===== src/hdl/wrr_settings.svh =====
// Build-time sizing of the weighted round-robin merger, included by the package and the RTL
`ifndef WRR_SETTINGS_SVH
`define WRR_SETTINGS_SVH

// ------------------------------------------------------------
// Port and data sizing
// ------------------------------------------------------------

// Number of input ports feeding the merger
`define WRR_NUM_PORTS 4

// Width of one data word on every input and on the output
`define WRR_DATA_WIDTH 16

// ------------------------------------------------------------
// Weight limits
// ------------------------------------------------------------

// Largest weight software may program for one port
`define WRR_MAX_WEIGHT 7

// Saturation limit of each accumulator, at least the largest weight
`define WRR_MAX_ACCUM_WEIGHT 14

`endif


===== src/hdl/wrr_pkg.sv =====
// Shared vector types of the weighted round-robin merger, imported by every RTL block
`include "wrr_settings.svh"

package wrr_pkg;

  // ------------------------------------------------------------
  // Field widths derived from the settings
  // ------------------------------------------------------------

  // Each width is the smallest one that holds its largest value
  localparam int WeightWidth = $clog2(`WRR_MAX_WEIGHT + 1);
  localparam int AccumWidth = $clog2(`WRR_MAX_ACCUM_WEIGHT + 1);
  localparam int PortIdxWidth = $clog2(`WRR_NUM_PORTS);

  // One bit per port, shared by requests, grants and readies
  typedef logic [`WRR_NUM_PORTS-1:0] port_mask_t;

  typedef logic [WeightWidth-1:0] weight_t;
  typedef weight_t [`WRR_NUM_PORTS-1:0] weight_vec_t;
  typedef logic [AccumWidth-1:0] accum_t;
  typedef logic [`WRR_DATA_WIDTH-1:0] data_t;
  typedef data_t [`WRR_NUM_PORTS-1:0] data_vec_t;
  typedef logic [PortIdxWidth-1:0] port_idx_t;

endpackage


===== src/hdl/arb_pri_rr.sv =====
// Round-robin arbiter with a one-bit priority per requester, used as the core of the WRR arbiter
`timescale 1ns/100ps

module arb_pri_rr #(
  parameter int NumRequesters = 2
) (
  input  logic                     clk,
  input  logic                     rst,
  input  logic                     enable_priority_update,
  input  logic [NumRequesters-1:0] request,
  input  logic [NumRequesters-1:0] request_priority,
  output logic [NumRequesters-1:0] grant
);

  // Index width of the round-robin pointer
  localparam int PtrWidth = $clog2(NumRequesters);

  // Pointer to the requester that is checked first
  logic [PtrWidth-1:0] rr_ptr;
  logic [PtrWidth-1:0] grant_idx;
  logic                grant_found;
  logic [NumRequesters-1:0] high_request;
  logic [NumRequesters-1:0] eligible;

  // ------------------------------------------------------------
  // Eligibility
  // ------------------------------------------------------------

  // High-priority requests shadow the rest whenever any of them is present
  assign high_request = request & request_priority;
  assign eligible = (|high_request) ? high_request : request;

  // ------------------------------------------------------------
  // Grant search
  // ------------------------------------------------------------

  // Walk the requesters starting at the pointer and wrap around once
  always_comb begin
    int idx;
    grant = '0;
    grant_idx = '0;
    grant_found = 1'b0;
    for (int k = 0; k < NumRequesters; k++) begin
      idx = int'(rr_ptr) + k;
      if (idx >= NumRequesters) begin
        idx = idx - NumRequesters;
      end
      // Only the first eligible requester on the walk is taken
      if (!grant_found && eligible[idx]) begin
        grant_found = 1'b1;
        grant[idx] = 1'b1;
        grant_idx = PtrWidth'(idx);
      end
    end
  end

  // ------------------------------------------------------------
  // Pointer update
  // ------------------------------------------------------------

  // The pointer moves to just past the grantee, so that requester goes last next round
  always_ff @(posedge clk) begin
    if (rst) begin
      rr_ptr <= '0;
    end else if (enable_priority_update && grant_found) begin
      if (grant_idx == PtrWidth'(NumRequesters - 1)) begin
        rr_ptr <= '0;
      end else begin
        rr_ptr <= grant_idx + PtrWidth'(1);
      end
    end
  end

endmodule


===== src/hdl/arb_weighted_rr.sv =====
// Weighted round-robin arbiter that shares grants in proportion to per-port weights
`timescale 1ns/100ps
`include "wrr_settings.svh"

module arb_weighted_rr (
  input  logic                 clk,
  input  logic                 rst,
  input  logic                 enable_priority_update,
  input  wrr_pkg::port_mask_t  request,
  input  wrr_pkg::weight_vec_t request_weight,
  output wrr_pkg::port_mask_t  grant
);

  import wrr_pkg::*;

  // A port with credit left in its accumulator is high priority
  port_mask_t request_priority;
  accum_t     accum [`WRR_NUM_PORTS];

  // Refill strobe shared by all accumulators
  logic       any_high_request;
  logic       refill;
  // Per-port decrement, only the grantee of an accepted transfer
  port_mask_t spend;

  // ------------------------------------------------------------
  // Arbitration core
  // ------------------------------------------------------------

  // Two priority levels: ports with credit first, round robin inside each level
  arb_pri_rr #(
    .NumRequesters(`WRR_NUM_PORTS)
  ) arb_pri_rr_i (
    .clk                    (clk),
    .rst                    (rst),
    .enable_priority_update (enable_priority_update),
    .request                (request),
    .request_priority       (request_priority),
    .grant                  (grant)
  );

  // ------------------------------------------------------------
  // Credit accounting
  // ------------------------------------------------------------

  // All requesters are out of credit, so every port is topped up by its weight
  assign any_high_request = |(request & request_priority);
  assign refill = enable_priority_update && (|request) && !any_high_request;
  assign spend = enable_priority_update ? grant : '0;

  // The grantee adds before it spends, so a refill grant never underflows
  for (genvar i = 0; i < `WRR_NUM_PORTS; i++) begin : gen_accum
    sat_counter #(
      .MaxValue  (`WRR_MAX_ACCUM_WEIGHT),
      .MaxChange (`WRR_MAX_WEIGHT)
    ) sat_counter_i (
      .clk        (clk),
      .rst        (rst),
      .incr_valid (refill),
      .incr       (request_weight[i]),
      .decr_valid (spend[i]),
      .value      (accum[i])
    );

    // Non-zero credit raises the port to the high level
    assign request_priority[i] = |accum[i];
  end

endmodule


===== src/hdl/sat_counter.sv =====
// Saturating up/down accumulator, one per port inside the WRR arbiter
`timescale 1ns/100ps

module sat_counter #(
  parameter int MaxValue = 1,
  parameter int MaxChange = 1,
  localparam int ValueWidth = $clog2(MaxValue + 1),
  localparam int ChangeWidth = $clog2(MaxChange + 1)
) (
  input  logic                   clk,
  input  logic                   rst,
  input  logic                   incr_valid,
  input  logic [ChangeWidth-1:0] incr,
  input  logic                   decr_valid,
  output logic [ValueWidth-1:0]  value
);

  // Wide enough that the add can never wrap before the clamp
  localparam int SumWidth = $clog2(MaxValue + MaxChange + 1);

  logic [SumWidth-1:0]   sum_after_add;
  logic [SumWidth-1:0]   sum_after_sub;
  logic [ValueWidth-1:0] value_next;

  // Add first, then take one away, then clamp to the upper limit
  always_comb begin
    sum_after_add = SumWidth'(value);
    if (incr_valid) begin
      sum_after_add = sum_after_add + SumWidth'(incr);
    end
    // The subtract stops at zero instead of wrapping
    sum_after_sub = sum_after_add;
    if (decr_valid && (sum_after_add != '0)) begin
      sum_after_sub = sum_after_add - SumWidth'(1);
    end
    if (sum_after_sub > SumWidth'(MaxValue)) begin
      value_next = ValueWidth'(MaxValue);
    end else begin
      value_next = ValueWidth'(sum_after_sub);
    end
  end

  always_ff @(posedge clk) begin
    if (rst) begin
      value <= '0;
    end else begin
      value <= value_next;
    end
  end

endmodule


===== src/hdl/weight_regs.sv =====
// Per-port weight registers of the WRR merger, written by software through a strobe
`timescale 1ns/100ps
`include "wrr_settings.svh"

module weight_regs (
  input  logic                 clk,
  input  logic                 rst,
  input  logic                 cfg_write,
  input  wrr_pkg::port_idx_t   cfg_port,
  input  wrr_pkg::weight_t     cfg_weight,
  output wrr_pkg::weight_vec_t weight
);

  import wrr_pkg::*;

  // A zero weight would starve its port, so such writes are dropped
  logic write_ok;

  assign write_ok = cfg_write && (cfg_weight != weight_t'(0));

  // Every port starts with weight one, which gives plain round robin
  always_ff @(posedge clk) begin
    if (rst) begin
      for (int i = 0; i < `WRR_NUM_PORTS; i++) begin
        weight[i] <= weight_t'(1);
      end
    end else if (write_ok) begin
      // The arbiter sees the new value from the next cycle on
      weight[cfg_port] <= cfg_weight;
    end
  end

endmodule


===== src/hdl/wrr_port_mux.sv =====
// Top level of the WRR packet merger joining weights, arbiter and output data multiplexer
`timescale 1ns/100ps
`include "wrr_settings.svh"

module wrr_port_mux (
  input  logic                clk,
  input  logic                rst,
  input  wrr_pkg::port_mask_t in_valid,
  input  wrr_pkg::data_vec_t  in_data,
  output wrr_pkg::port_mask_t in_ready,
  output logic                out_valid,
  output wrr_pkg::data_t      out_data,
  input  logic                out_ready,
  input  logic                cfg_write,
  input  wrr_pkg::port_idx_t  cfg_port,
  input  wrr_pkg::weight_t    cfg_weight
);

  import wrr_pkg::*;

  weight_vec_t weight;
  // One-hot grant, or zero when no port is valid
  port_mask_t  grant;
  logic        xfer_accept;

  // ------------------------------------------------------------
  // Configuration and arbitration
  // ------------------------------------------------------------

  weight_regs weight_regs_i (
    .clk        (clk),
    .rst        (rst),
    .cfg_write  (cfg_write),
    .cfg_port   (cfg_port),
    .cfg_weight (cfg_weight),
    .weight     (weight)
  );

  // Arbiter state moves only when the output handshake completes
  arb_weighted_rr arb_weighted_rr_i (
    .clk                    (clk),
    .rst                    (rst),
    .enable_priority_update (xfer_accept),
    .request                (in_valid),
    .request_weight         (weight),
    .grant                  (grant)
  );

  // ------------------------------------------------------------
  // Handshake and data path
  // ------------------------------------------------------------

  assign out_valid = |grant;
  assign xfer_accept = out_valid && out_ready;
  // Only the grantee sees ready, and only when the sink takes the word
  assign in_ready = grant & {`WRR_NUM_PORTS{out_ready}};

  // AND-OR multiplexer, valid because the grant is one-hot
  always_comb begin
    out_data = '0;
    for (int i = 0; i < `WRR_NUM_PORTS; i++) begin
      if (grant[i]) begin
        out_data = out_data | in_data[i];
      end
    end
  end

endmodule


===== config.mk =====
export PLATFORM = sky130hd
export DESIGN_NAME = wrr_port_mux
export DESIGN_NICKNAME = d
export VERILOG_FILES = /design/src/hdl/wrr_pkg.sv /design/src/hdl/arb_pri_rr.sv /design/src/hdl/arb_weighted_rr.sv /design/src/hdl/sat_counter.sv /design/src/hdl/weight_regs.sv /design/src/hdl/wrr_port_mux.sv
export VERILOG_INCLUDE_DIRS = /design/src /design/src/hdl
export SDC_FILE = /design/constraint.sdc
export NUM_CORES = 1
export LEC_CHECK = 0
export BUFFER_PORTS_ARGS = -buffer_cell sky130_fd_sc_hd__buf_2
export CORE_UTILIZATION = 40
export CTS_CLUSTER_SIZE = 14
export DETAILED_ROUTE_END_ITERATION = 10
export GPL_ROUTABILITY_DRIVEN = 0
export PLACE_DENSITY = 0.73
export SYNTH_ARGS = -nofsm -noshare
export SYNTH_HDL_FRONTEND = slang
export SYNTH_SLANG_ARGS = --single-unit
export TNS_END_PERCENT = 10

===== constraint.sdc =====
create_clock -name clk -period 4.25 [get_ports clk]
set_input_delay 0.85 -clock clk [delete_from_list [all_inputs] [get_ports clk]]
set_output_delay 0.85 -clock clk [all_outputs]
set_load 0.1 [all_outputs]

==> metrics.md, run 1 <==
| Metric | Value |
|---|---|
| Commonest cells after routing, fill and taps aside | buf_2, nand2_1, nor2_1, a22oi_1, a21oi_1 |
| Layout cell share with drive strength beyond 1 | 0.350 |
| Status | completed |
| Largest net degree at the start of global routing | 33 |
| Fraction of registers with async set/reset | 0 |
| DRC viols | 0 |
| Clock sinks | 30 |
| CP max FO | 4 |
| Via count | 3579 |
| Cell count after synthesis | between 300 and 400 |
| Buf+Inv Stages, Crit Path | 3 |
| #FFs+latches synth | 30 |
| Setup CP Type | flop to primary output |
| Worst EP required | 3.40 ns |
| Area growth syn-to-layout | 40.8% |
| Crit-path leading delay family | compound AO/OA/AOI/OAI gates |
| Seq/Total Area, Yosys | 0.189 |
| Starting DRT DRC Count | 173 |
| Worst skew pair latency | approximately 0.29 ns |
| Reg area | 604 um^2 |
| Number of global-route vias before repair | ~3200 |
| Final critical-path share of the clock period | 0.976 |
| CP max stage delay | 0.53 ns |
| Final Hold Viols | 0 |
| Vias per inst | 5.86 |
| DPL Wire Length | 7.82 mm |
| Post-Place Cell Area | 0.00427 mm^2 |
| Cell mode on critical path | buf_4 |
| Final design utilization | 0.581 |
| R2R Setup Slk | 0.25 ns |
| Final min period | between 4 and 5 ns |
| Critical Path Slowest Stage Cell | o41a_4 |
| Rel. slew slack | 0.604 |
| Area of the multi-input gates | around 0.0026 mm^2 |
| Yosys warns | 0 |
| Critical path cell sequence | o41a_1 > o41a_4 > a22oi_4 > nor2_1 > nor4b_4 > buf_4 > o2bb2ai_4 > buf_4 > or4_4 > buf_12 |
| Most common cell after layout, fill and taps aside | buf_2 |
| Slew Limit Fails | 0 |
| Critical Path End Type | primary output |
| Cell area after layout | around 0.0045 mm^2 |
| CTS Buf Count | 5 |
| Mapped cell area | 0.00319 mm^2 |
| Detailed Route WL | approximately 9.9 mm |
| CTS tree | built |
| Clock root cell | clkbuf_8 |
| CP arrival | 3.30 ns |
| Num ports | just under 100 |
| Synthesized area per cell | 8.11 um^2 |
| Overflow after GRT | 0 |
| Core area | 0.00773 mm^2 |
| Final setup viols | 0 |
| Min-Delay Startpoint | weight_regs_i.weight[8]$_SDFFE_PP0P_ |
| Max cap viols | 0 |
| Initial core utilization | 0.412 |
| Row Count | 32 |
| Die Footprint | 0.00832 mm^2 |
| Final Skew | 0.0115 ns |
| GRT Util Overall | 0.228 |
| Most used DFF post-synth | dfxtp_1 |
| Syn nets | 493 |
| First-pass GRT wire length | 15.1 mm |
| RSZ-0062 raised after global routing | true |
| Worst Hold Class | flop to flop |
| H-tree Lvls | 2 |
| Initial antenna violation count | 0 |
| Peak Freq | 241 MHz |
| Die Y | 91.2 um |
| I/O Buffers | slightly below 100 |
| Worst slew pin tran | about 0.6 ns |
| Drt first pass iters | 5 |
| Post-route ant nets | 0 |
| Filler cells | 672 |
| CP startpoint kind | flop |
| Post-synth EDFFs | 0 |
| Die Span X | 91.2 um |
| Clock Tree Buf Depth | 2 |
| Count of unique library cells instantiated by Yosys | 64 |
| DR WL/cell | 16.2 um |
| Final #Nets | 608 |
| Clock transition at path regs | around 0.07 ns |
| Ant. Diodes | 0 |
metal layers:
metal  global-route usage  up-vias  part of all wire
li1                     -     1723                 -
met1                0.253     1664              0.40
met2                0.432      177              0.52
met3               0.0327       15             0.060
met4               0.0913        0             0.019
met5                    0        -                 0
timing repair:
action	in CTS	in global routing
hold buffers	0	0
gates cloned	0	1
endpoints found under the hold margin	0	0
resized for setup	1	18
pin swaps	1	2
buffers inserted	2	0
endpoints found under the setup margin	21	24
worst paths after layout:
check | endpoint | depth (start not counted)
max | out_valid | 10
min | weight_regs_i.weight[8]$_SDFFE_PP0P_ | 2
max reg2reg | flop | 13
min reg2reg | weight_regs_i.weight[8]$_SDFFE_PP0P_ | 2
sequential cells by signal, indices dropped and copies added, names as in the netlist:
register                                         cells
arb_weighted_rr_i.gen_accum.sat_counter_i.value     16
arb_weighted_rr_i.arb_pri_rr_i.rr_ptr                2
weight_regs_i.weight                                12
tightest hold or removal path: cells and delay by family, from the launching register on:
kind,cells,cell delay [ns]
muxes,1,0.07
and+or+nand+nor,1,0.07
DFF,1,0.34
cell usage after synthesis (4+ instances only):
cell type,n,area share
nand2_1,51,0.060
a22oi_1,35,0.082
nor2_1,35,0.041
dfxtp_1,30,0.19
a21oi_1,28,0.044
ha_1,19,0.075
o21ai_0,17,0.027
mux2i_1,13,0.041
nand3_1,12,0.019
a21o_1,11,0.026
clkbuf_1,11,0.013
inv_1,7,0.0082
xor2_1,7,0.019
a211o_1,5,0.014
a31oi_1,5,0.0098
and2_1,5,0.0098
nor3b_1,5,0.012
buf_2,4,0.0063
fa_1,4,0.025
nor2b_1,4,0.0079
o2111a_1,4,0.014
or3_1,4,0.0079
xnor2_1,4,0.011
final cells by class:
type / count / share of cell area
Tap cell: 102 / 0.0284
Multi-Input combinational cell: 337 / 0.573
Sequential cell: 30 / 0.135
Clock inverter: 2 / 0.00279
Inverter: 7 / 0.00586
Timing Repair Buffer: 127 / 0.237
Clock buffer: 6 / 0.0184
cells by family after synthesis:
| group | count (synthesis) | synth area share |
|---|---|---|
| adders and majority gates | 23 | 0.0998 |
| xor gates and xnor gates | 11 | 0.0302 |
| muxes | 18 | 0.0656 |
| buffers and inverters | 26 | 0.0405 |
| and+or+nand+nor | 137 | 0.203 |
| DFF | 30 | 0.189 |
| AOI/OAI and AO/OA | 148 | 0.372 |
through the flow:
step	setup slack, ns	setup TNS (ns)	cells	hold slack [ns]
finish	0.101	0	611	0.515
global route	-0.0249	-0.0443	611	0.552
CTS	-0.0282	-0.0850	610	0.516
detailed placement	0.0138	0	600	0.492
global placement	0.0869	0	600	0.484
floorplan	-0.0153	-0.153	393	0.456
Power of run 1 is left out: the tool's default activity adds up to more than one toggle a clock period on the data nets, which glitch-free logic cannot reach.
==> inputs of run 2 (changes only) <==
--- a/config.mk
+++ b/config.mk
@@ -7,11 +7,12 @@
 export NUM_CORES = 1
 export LEC_CHECK = 0
 export BUFFER_PORTS_ARGS = -buffer_cell sky130_fd_sc_hd__buf_2
-export CORE_UTILIZATION = 40
+export CORE_UTILIZATION = 53
 export CTS_CLUSTER_SIZE = 14
 export DETAILED_ROUTE_END_ITERATION = 10
 export GPL_ROUTABILITY_DRIVEN = 0
-export PLACE_DENSITY = 0.73
+export MAX_ROUTING_LAYER = met4
+export PLACE_DENSITY = 0.9
 export SYNTH_ARGS = -nofsm -noshare
 export SYNTH_HDL_FRONTEND = slang
 export SYNTH_SLANG_ARGS = --single-unit
==> metrics.md, run 2 (synthesis results as in run 1) <==
| Metric | Value |
|---|---|
| I/O Buffers | 97 (unchanged) |
| Initial core utilization | 0.565 (+0.152) |
| Number of global-route vias before repair | 3804 (+18%) |
| Area growth syn-to-layout | 44.0% |
| Clock Tree Buf Depth | 2 (unchanged) |
| DRC viols | 0 (unchanged) |
| Num ports | 98 (unchanged) |
| Final #Nets | 609 (+0.16%) |
| CTS Buf Count | 5 (unchanged) |
| Largest net degree at the start of global routing | 33 (unchanged) |
| CTS tree | built |
| Final critical-path share of the clock period | 1.04 (+0.0608) |
| Layout cell share with drive strength beyond 1 | 0.367 (+0.0177) |
| Overflow after GRT | 0 (unchanged) |
| Worst EP required | 4.45 ns (+1.05 ns) |
| Initial antenna violation count | 0 (unchanged) |
| Commonest cells after routing, fill and taps aside | buf_2, nand2_1, a22oi_1 |
| Final design utilization | 0.813 (+0.232) |
| CP max FO | 26 (+22) |
| Layout Cells excl Fill | 581 (-4.9%) |
| Post-Place Cell Area | 0.00420 mm^2 (-1.6%) |
| Slew Limit Fails | 0 (unchanged) |
| Detailed Route WL | 14.2 mm (+44%) |
| Hold buffers post-CTS | 0 (unchanged) |
| Final min period | 4.41 ns (+0.259 ns) |
| Rel. slew slack | 0.575 (-0.0295) |
| GRT Util Overall | 0.388 (+0.160) |
| Ant. Diodes | 0 (unchanged) |
| CP arrival | 4.61 ns (+1.31 ns) |
| Die Footprint | 0.00632 mm^2 (-24%) |
| Reg area | 611 um^2 (+1.0%) |
| Largest regs | arb_weighted_rr_i.gen_accum.sat_counter_i.value (16), weight_regs_i.weight (12), arb_weighted_rr_i.arb_pri_rr_i.rr_ptr (2) |
| DR WL/cell | 24.5 um (+51%) |
| Die Span X | 79.5 um (-13%) |
| Starting DRT DRC Count | 688 (+300%) |
| Critical Path End Type | flop |
| Peak Freq | 227 MHz (-5.9%) |
| Row Count | 27 (-16%) |
| RSZ-0062 raised after global routing | true |
| Hold Slack | 0.517 ns (+0.00259 ns) |
| First-pass GRT wire length | 18.6 mm (+23%) |
| Setup CP Type | flop to flop |
| Final Skew | 0.0100 ns (-0.00144 ns) |
| Filler cells | 279 (-58%) |
| Cell area after layout | 0.00459 mm^2 (+2.2%) |
| Max cap viols | 0 (unchanged) |
| Largest Register | arb_weighted_rr_i.gen_accum.sat_counter_i.value |
| Final Hold Viols | 0 (unchanged) |
| Most common cell after layout, fill and taps aside | buf_2 |
| Vias per inst | 7.46 (+27%) |
| Final setup margin | -0.157 ns (-0.259 ns) |
| H-tree Lvls | 2 (unchanged) |
| Die Y | 79.5 um (-13%) |
| Worst skew pair latency | 0.31 ns (+0.02 ns) |
| CP startpoint kind | flop |
| DPL Wire Length | 8.03 mm (+2.7%) |
| Via count | 4334 (+21%) |
| Final setup viols | 15 (+15) |
| Failing checks | setup timing |
| Area of the multi-input gates | 0.00263 mm^2 (+2.4%) |
| Status | finished with violations |
| Clock root cell | clkbuf_8 |
| Max FFs per register | 16 (unchanged) |
| Worst slew pin tran | 0.638 ns (+0.0443 ns) |
| Post-route ant nets | 0 (unchanged) |
| Placed insts | 564 (-6.0%) |
| Core area | 0.00564 mm^2 (-27%) |
| Drt first pass iters | 9 (+4) |
| Min-Delay Startpoint | weight_regs_i.weight[2]$_SDFFE_PP0P_ |
| Clock transition at path regs | 0.07 ns (about the same) |
| Worst Hold Class | flop to flop |
| Clock sinks | 30 (unchanged) |
run 2: path summary, 6_finish.rpt:
path,cells past startpoint,slack [ns],to
setup / recovery,12,-0.16,flop
hold / removal,2,0.52,weight_regs_i.weight[2]$_SDFFE_PP0P_
setup reg to reg,12,-0.16,flop
hold reg to reg,2,0.52,weight_regs_i.weight[2]$_SDFFE_PP0P_
run 2: per-stage QoR:
step / setup TNS, ns / setup slack [ns]
3_3_place_gp: 0 / 0.0771
4_1_cts: -0.124 / -0.0238
5_1_grt: -2.28 / -0.186
3_5_place_dp: -0.0659 / -0.0659
2_1_floorplan: -0.153 / -0.0153
6_report: -0.665 / -0.157
run 2: area by class of cell:
type | instances | area share
Clock buffer | 6 | 0.0180
Clock inverter | 1 | 0.00655
Inverter | 7 | 0.00573
Multi-Input combinational cell | 337 | 0.574
Sequential cell | 30 | 0.133
Tap cell | 72 | 0.0196
Timing Repair Buffer | 128 | 0.243
run 2: critical path, cell delays in order, from the launching register on:
cell and delay, ns:
dfxtp_1 0.38, o41ai_4 0.65, a41oi_2 0.27, a221oi_2 0.41, a21o_4 0.19, o2111a_1 0.23, o2bb2ai_2 0.09, buf_4 0.16
o41ai_4 0.63, buf_12 0.25, mux2_2 0.40, or3_1 0.36, a31oi_1 0.28
run 2: repair_timing:
action	CTS	global route
setup buffers	2	7
cloned	0	1
endpoints found under the setup margin	21	28
gates resized for setup	11	24
pin swaps	3	16
run 2: layer usage:
metal  GRT usage  share of wire  vias to the layer above
li1            -              -                     1724
met1       0.419           0.33                     1982
met2       0.644           0.46                      475
met3      0.0994           0.13                      153
met4       0.220          0.078                        0
met5           -              0                        -
Power of run 2 is left out for the same reason.
==> inputs of run 3 (changes only) <==
--- a/config.mk
+++ b/config.mk
@@ -6,8 +6,9 @@
 export SDC_FILE = /design/constraint.sdc
 export NUM_CORES = 1
 export LEC_CHECK = 0
+export ABC_AREA = 1
 export BUFFER_PORTS_ARGS = -buffer_cell sky130_fd_sc_hd__buf_2
-export CORE_UTILIZATION = 53
+export CORE_UTILIZATION = 54
 export CTS_CLUSTER_SIZE = 14
 export DETAILED_ROUTE_END_ITERATION = 10
 export GPL_ROUTABILITY_DRIVEN = 0
==> metrics.md, run 3 <==
| Metric | Value |
|---|---|
| Setup CP Type | input pin to primary output |
| Most common cell after layout, fill and taps aside | nand2_1 |
| Final min period | 3.85 ns (-0.553 ns) |
| Worst EP required | 3.40 ns (-1.05 ns) |
| Final Hold Viols | 0 (unchanged) |
| I/O Buffers | 97 (unchanged) |
| #FFs+latches synth | 30 (unchanged) |
| Seq/Total Area, Yosys | 0.170 (-0.0183) |
| Count of unique library cells instantiated by Yosys | 34 (-47%) |
| Num ports | 98 (unchanged) |
| Die Footprint | 0.00686 mm^2 (+8.5%) |
| Worst Hold Class | flop to flop |
| R2R Setup Slk | 0.47 ns (+0.63 ns) |
| DR WL/cell | 13.0 um (-47%) |
| Final #Nets | 789 (+30%) |
| Post-synth top cells | nand2_1, inv_1, nand3_1 |
| Detailed Route WL | 9.96 mm (-30%) |
| Setup bufs post-CTS | 0 (-2) |
| Worst slew pin tran | 0.729 ns (+0.0914 ns) |
| Status | completed |
| Cell taking the most area after synthesis | nand2_1 |
| Met1 GRT Util | 0.318 (-0.101) |
| Area growth syn-to-layout | 26.6% |
| CTS tree | built |
| Row Count | 29 (+7.4%) |
| DPL Wire Length | 7.82 mm (-2.7%) |
| Number of global-route vias before repair | 3973 (+4.4%) |
| Vias per inst | 5.56 (-25%) |
| Ant. Diodes | 0 (unchanged) |
| Max cap viols | 0 (unchanged) |
| Hold buffers post-CTS | 0 (unchanged) |
| GRT Util Overall | 0.294 (-0.0936) |
| Fraction of registers with async set/reset | 0 (unchanged) |
| Clock root cell | clkbuf_8 |
| Final critical-path share of the clock period | 0.907 (-0.130) |
| Clock Tree Buf Depth | 2 (unchanged) |
| R2R cell count | 25 (+13) |
| Met2 Use GR | 0.534 (-0.109) |
| Starting DRT DRC Count | 269 (-61%) |
| Min-Delay Startpoint | weight_regs_i.weight[6]$_SDFFE_PP1P_ |
| Peak Freq | 259 MHz (+14%) |
| Hold EP | weight_regs_i.weight[6]$_SDFFE_PP1P_ |
| Final Skew | 0.0101 ns (+0.0000212 ns) |
| Overflow after GRT | 0 (unchanged) |
| Layout cell share with drive strength beyond 1 | 0.247 (-0.121) |
| Slew Limit Fails | 0 (unchanged) |
| Drt first pass iters | 5 (-4) |
| Rel. slew slack | 0.513 (-0.0615) |
| Final setup viols | 0 (-15) |
| RSZ-0062 raised after global routing | false |
| Initial core utilization | 0.559 (-0.00599) |
| First-pass GRT wire length | 16.6 mm (-11%) |
| Most used DFF post-synth | dfxtp_1 |
| Initial antenna violation count | 0 (unchanged) |
| Synth top area cells | nand2_1, dfxtp_1, inv_1, nand4_1, nand3_1 |
| Cell count after synthesis | 594 (+51%) |
| Post-synth EDFFs | 0 (unchanged) |
| Yosys warns | 0 (unchanged) |
| Clock sinks | 30 (unchanged) |
| Core area | 0.00631 mm^2 (+12%) |
| Count leader, synth | nand2_1 |
| Critical Path End Type | primary output |
| Die Span X | 82.8 um (+4.1%) |
| Commonest cells after routing, fill and taps aside | nand2_1, buf_2, inv_1 |
| Worst skew pair latency | 0.30 ns (about the same) |
| Share of the synthesized area in the top cell type | 0.218 (+0.0296) |
| DRC viols | 0 (unchanged) |
| Largest regs | arb_weighted_rr_i.gen_accum.sat_counter_i.value (16), weight_regs_i.weight (12), arb_weighted_rr_i.arb_pri_rr_i.rr_ptr (2) |
| CP max FO | 18 (-31%) |
| Filler cells | 512 (+84%) |
| CP startpoint kind | input pin |
| Largest net degree at the start of global routing | 27 (-18%) |
| Syn nets | 694 (+41%) |
| Post-route ant nets | 0 (unchanged) |
| CP arrival | 3.00 ns (-1.61 ns) |
| GRT busiest layer | met2 |
| Die Y | 82.8 um (+4.1%) |
| H-tree Lvls | 2 (unchanged) |
| CTS Buf Count | 5 (unchanged) |
| Synthesized area per cell | 5.94 um^2 (-27%) |
| Clock transition at path regs | 0.06 ns (about the same) |
| Hold Slack | 0.466 ns (-0.0511 ns) |
| Mapped cell area | 0.00353 mm^2 (+11%) |
| Largest Register | arb_weighted_rr_i.gen_accum.sat_counter_i.value |
| Via count | 4261 (-1.7%) |
| Max FFs per register | 16 (unchanged) |
| Hold Path Depth | 2 (unchanged) |
| GRT met3 Usage | 0.0586 (-0.0408) |
-- run 3: changes by cell type after synthesis, sizes merged, moves of 12 or more --
| cell | before | now |
|---|---|---|
| nand2 | 51 | 228 |
| inv | 7 | 80 |
| nand3 | 12 | 59 |
| nand4 | 2 | 41 |
| a22oi | 36 | 0 |
| o21ai | 19 | 35 |
| mux2i | 15 | 0 |
| a21oi | 29 | 16 |
| a21o | 12 | 0 |
-- run 3: worst max-delay path by stage --
stage / startpoint / endpoint / slack (ns) / cells past startpoint
2_1_floorplan: in_valid[1] / in_ready[1] / -0.06 / 12
3_3_place_gp: in_valid[1] / flop / 0.37 / 24
3_5_place_dp: in_valid[1] / flop / 0.18 / 24
4_1_cts: arb_weighted_rr_i.arb_pri_rr_i.rr_ptr[1]$_SDFFE_PP0P_ / in_ready[2] / 0.37 / 11
5_1_grt: flop / flop / 0.04 / 25
6_report: in_valid[1] / in_ready[2] / 0.40 / 14
-- run 3: cell type report --
type | instances | area [um^2] | area share
clock buffers | 7 | 76.3 | 0.0171
inverters | 81 | 304 | 0.0681
multi-input cells | 468 | 2540 | 0.569
flip-flops and latches | 30 | 602 | 0.135
well taps | 77 | 96.3 | 0.0216
repair buffers | 103 | 846 | 0.189
-- run 3: what timing repair did --
item / 4_1_cts / 5_1_grt
setup endpoints to repair: 0 / 2
endpoints found under the hold margin: 0 / 0
gates resized for setup: 0 / 1
-- run 3: layer usage --
metal	vias up	wire, um
met1	1944	4030
met5	-	0
met3	34	649
li1	2114	-
met2	169	5040
met4	0	239
-- run 3: cells by family (layout without fill, tap and decap cells) --
group | count (synthesis) | count (layout) | synth area share
buf+inv | 96 | 191 | 0.110
flops | 30 | 30 | 0.170
xor+xnor | 9 | 9 | 0.0223
compound gates | 56 | 56 | 0.0873
fa+ha+maj | 23 | 23 | 0.0901
simple gates | 380 | 380 | 0.520
-- run 3: per-stage QoR --
step / area [um^2] / util / TNS (ns) / worst slack [ns] / cells
3_5_place_dp: 4390 / 0.695 / 0 / 0.183 / 759
5_1_grt: 4460 / 0.707 / 0 / 0.0439 / 766
4_1_cts: 4460 / 0.707 / 0 / 0.369 / 766
6_report: 4460 / 0.707 / 0 / 0.396 / 766
2_1_floorplan: 3530 / - / -0.0576 / -0.0576 / 594
3_3_place_gp: 4390 / 0.695 / 0 / 0.367 / 759
-- run 3: critical path, stage by stage --
cell and delay, ns:
buf_2 0.11, nand2_1 0.16, nand2_2 0.12, nor2_4 0.05, nand2_1 0.11, nand3_1 0.11, nand3_1 0.10, nand2_1 0.14
nor2_2 0.22, nand4_1 0.16, nand2_4 0.24, nand2_1 0.18, inv_1 0.24, buf_12 0.21
Power of run 3 is left out for the same reason.
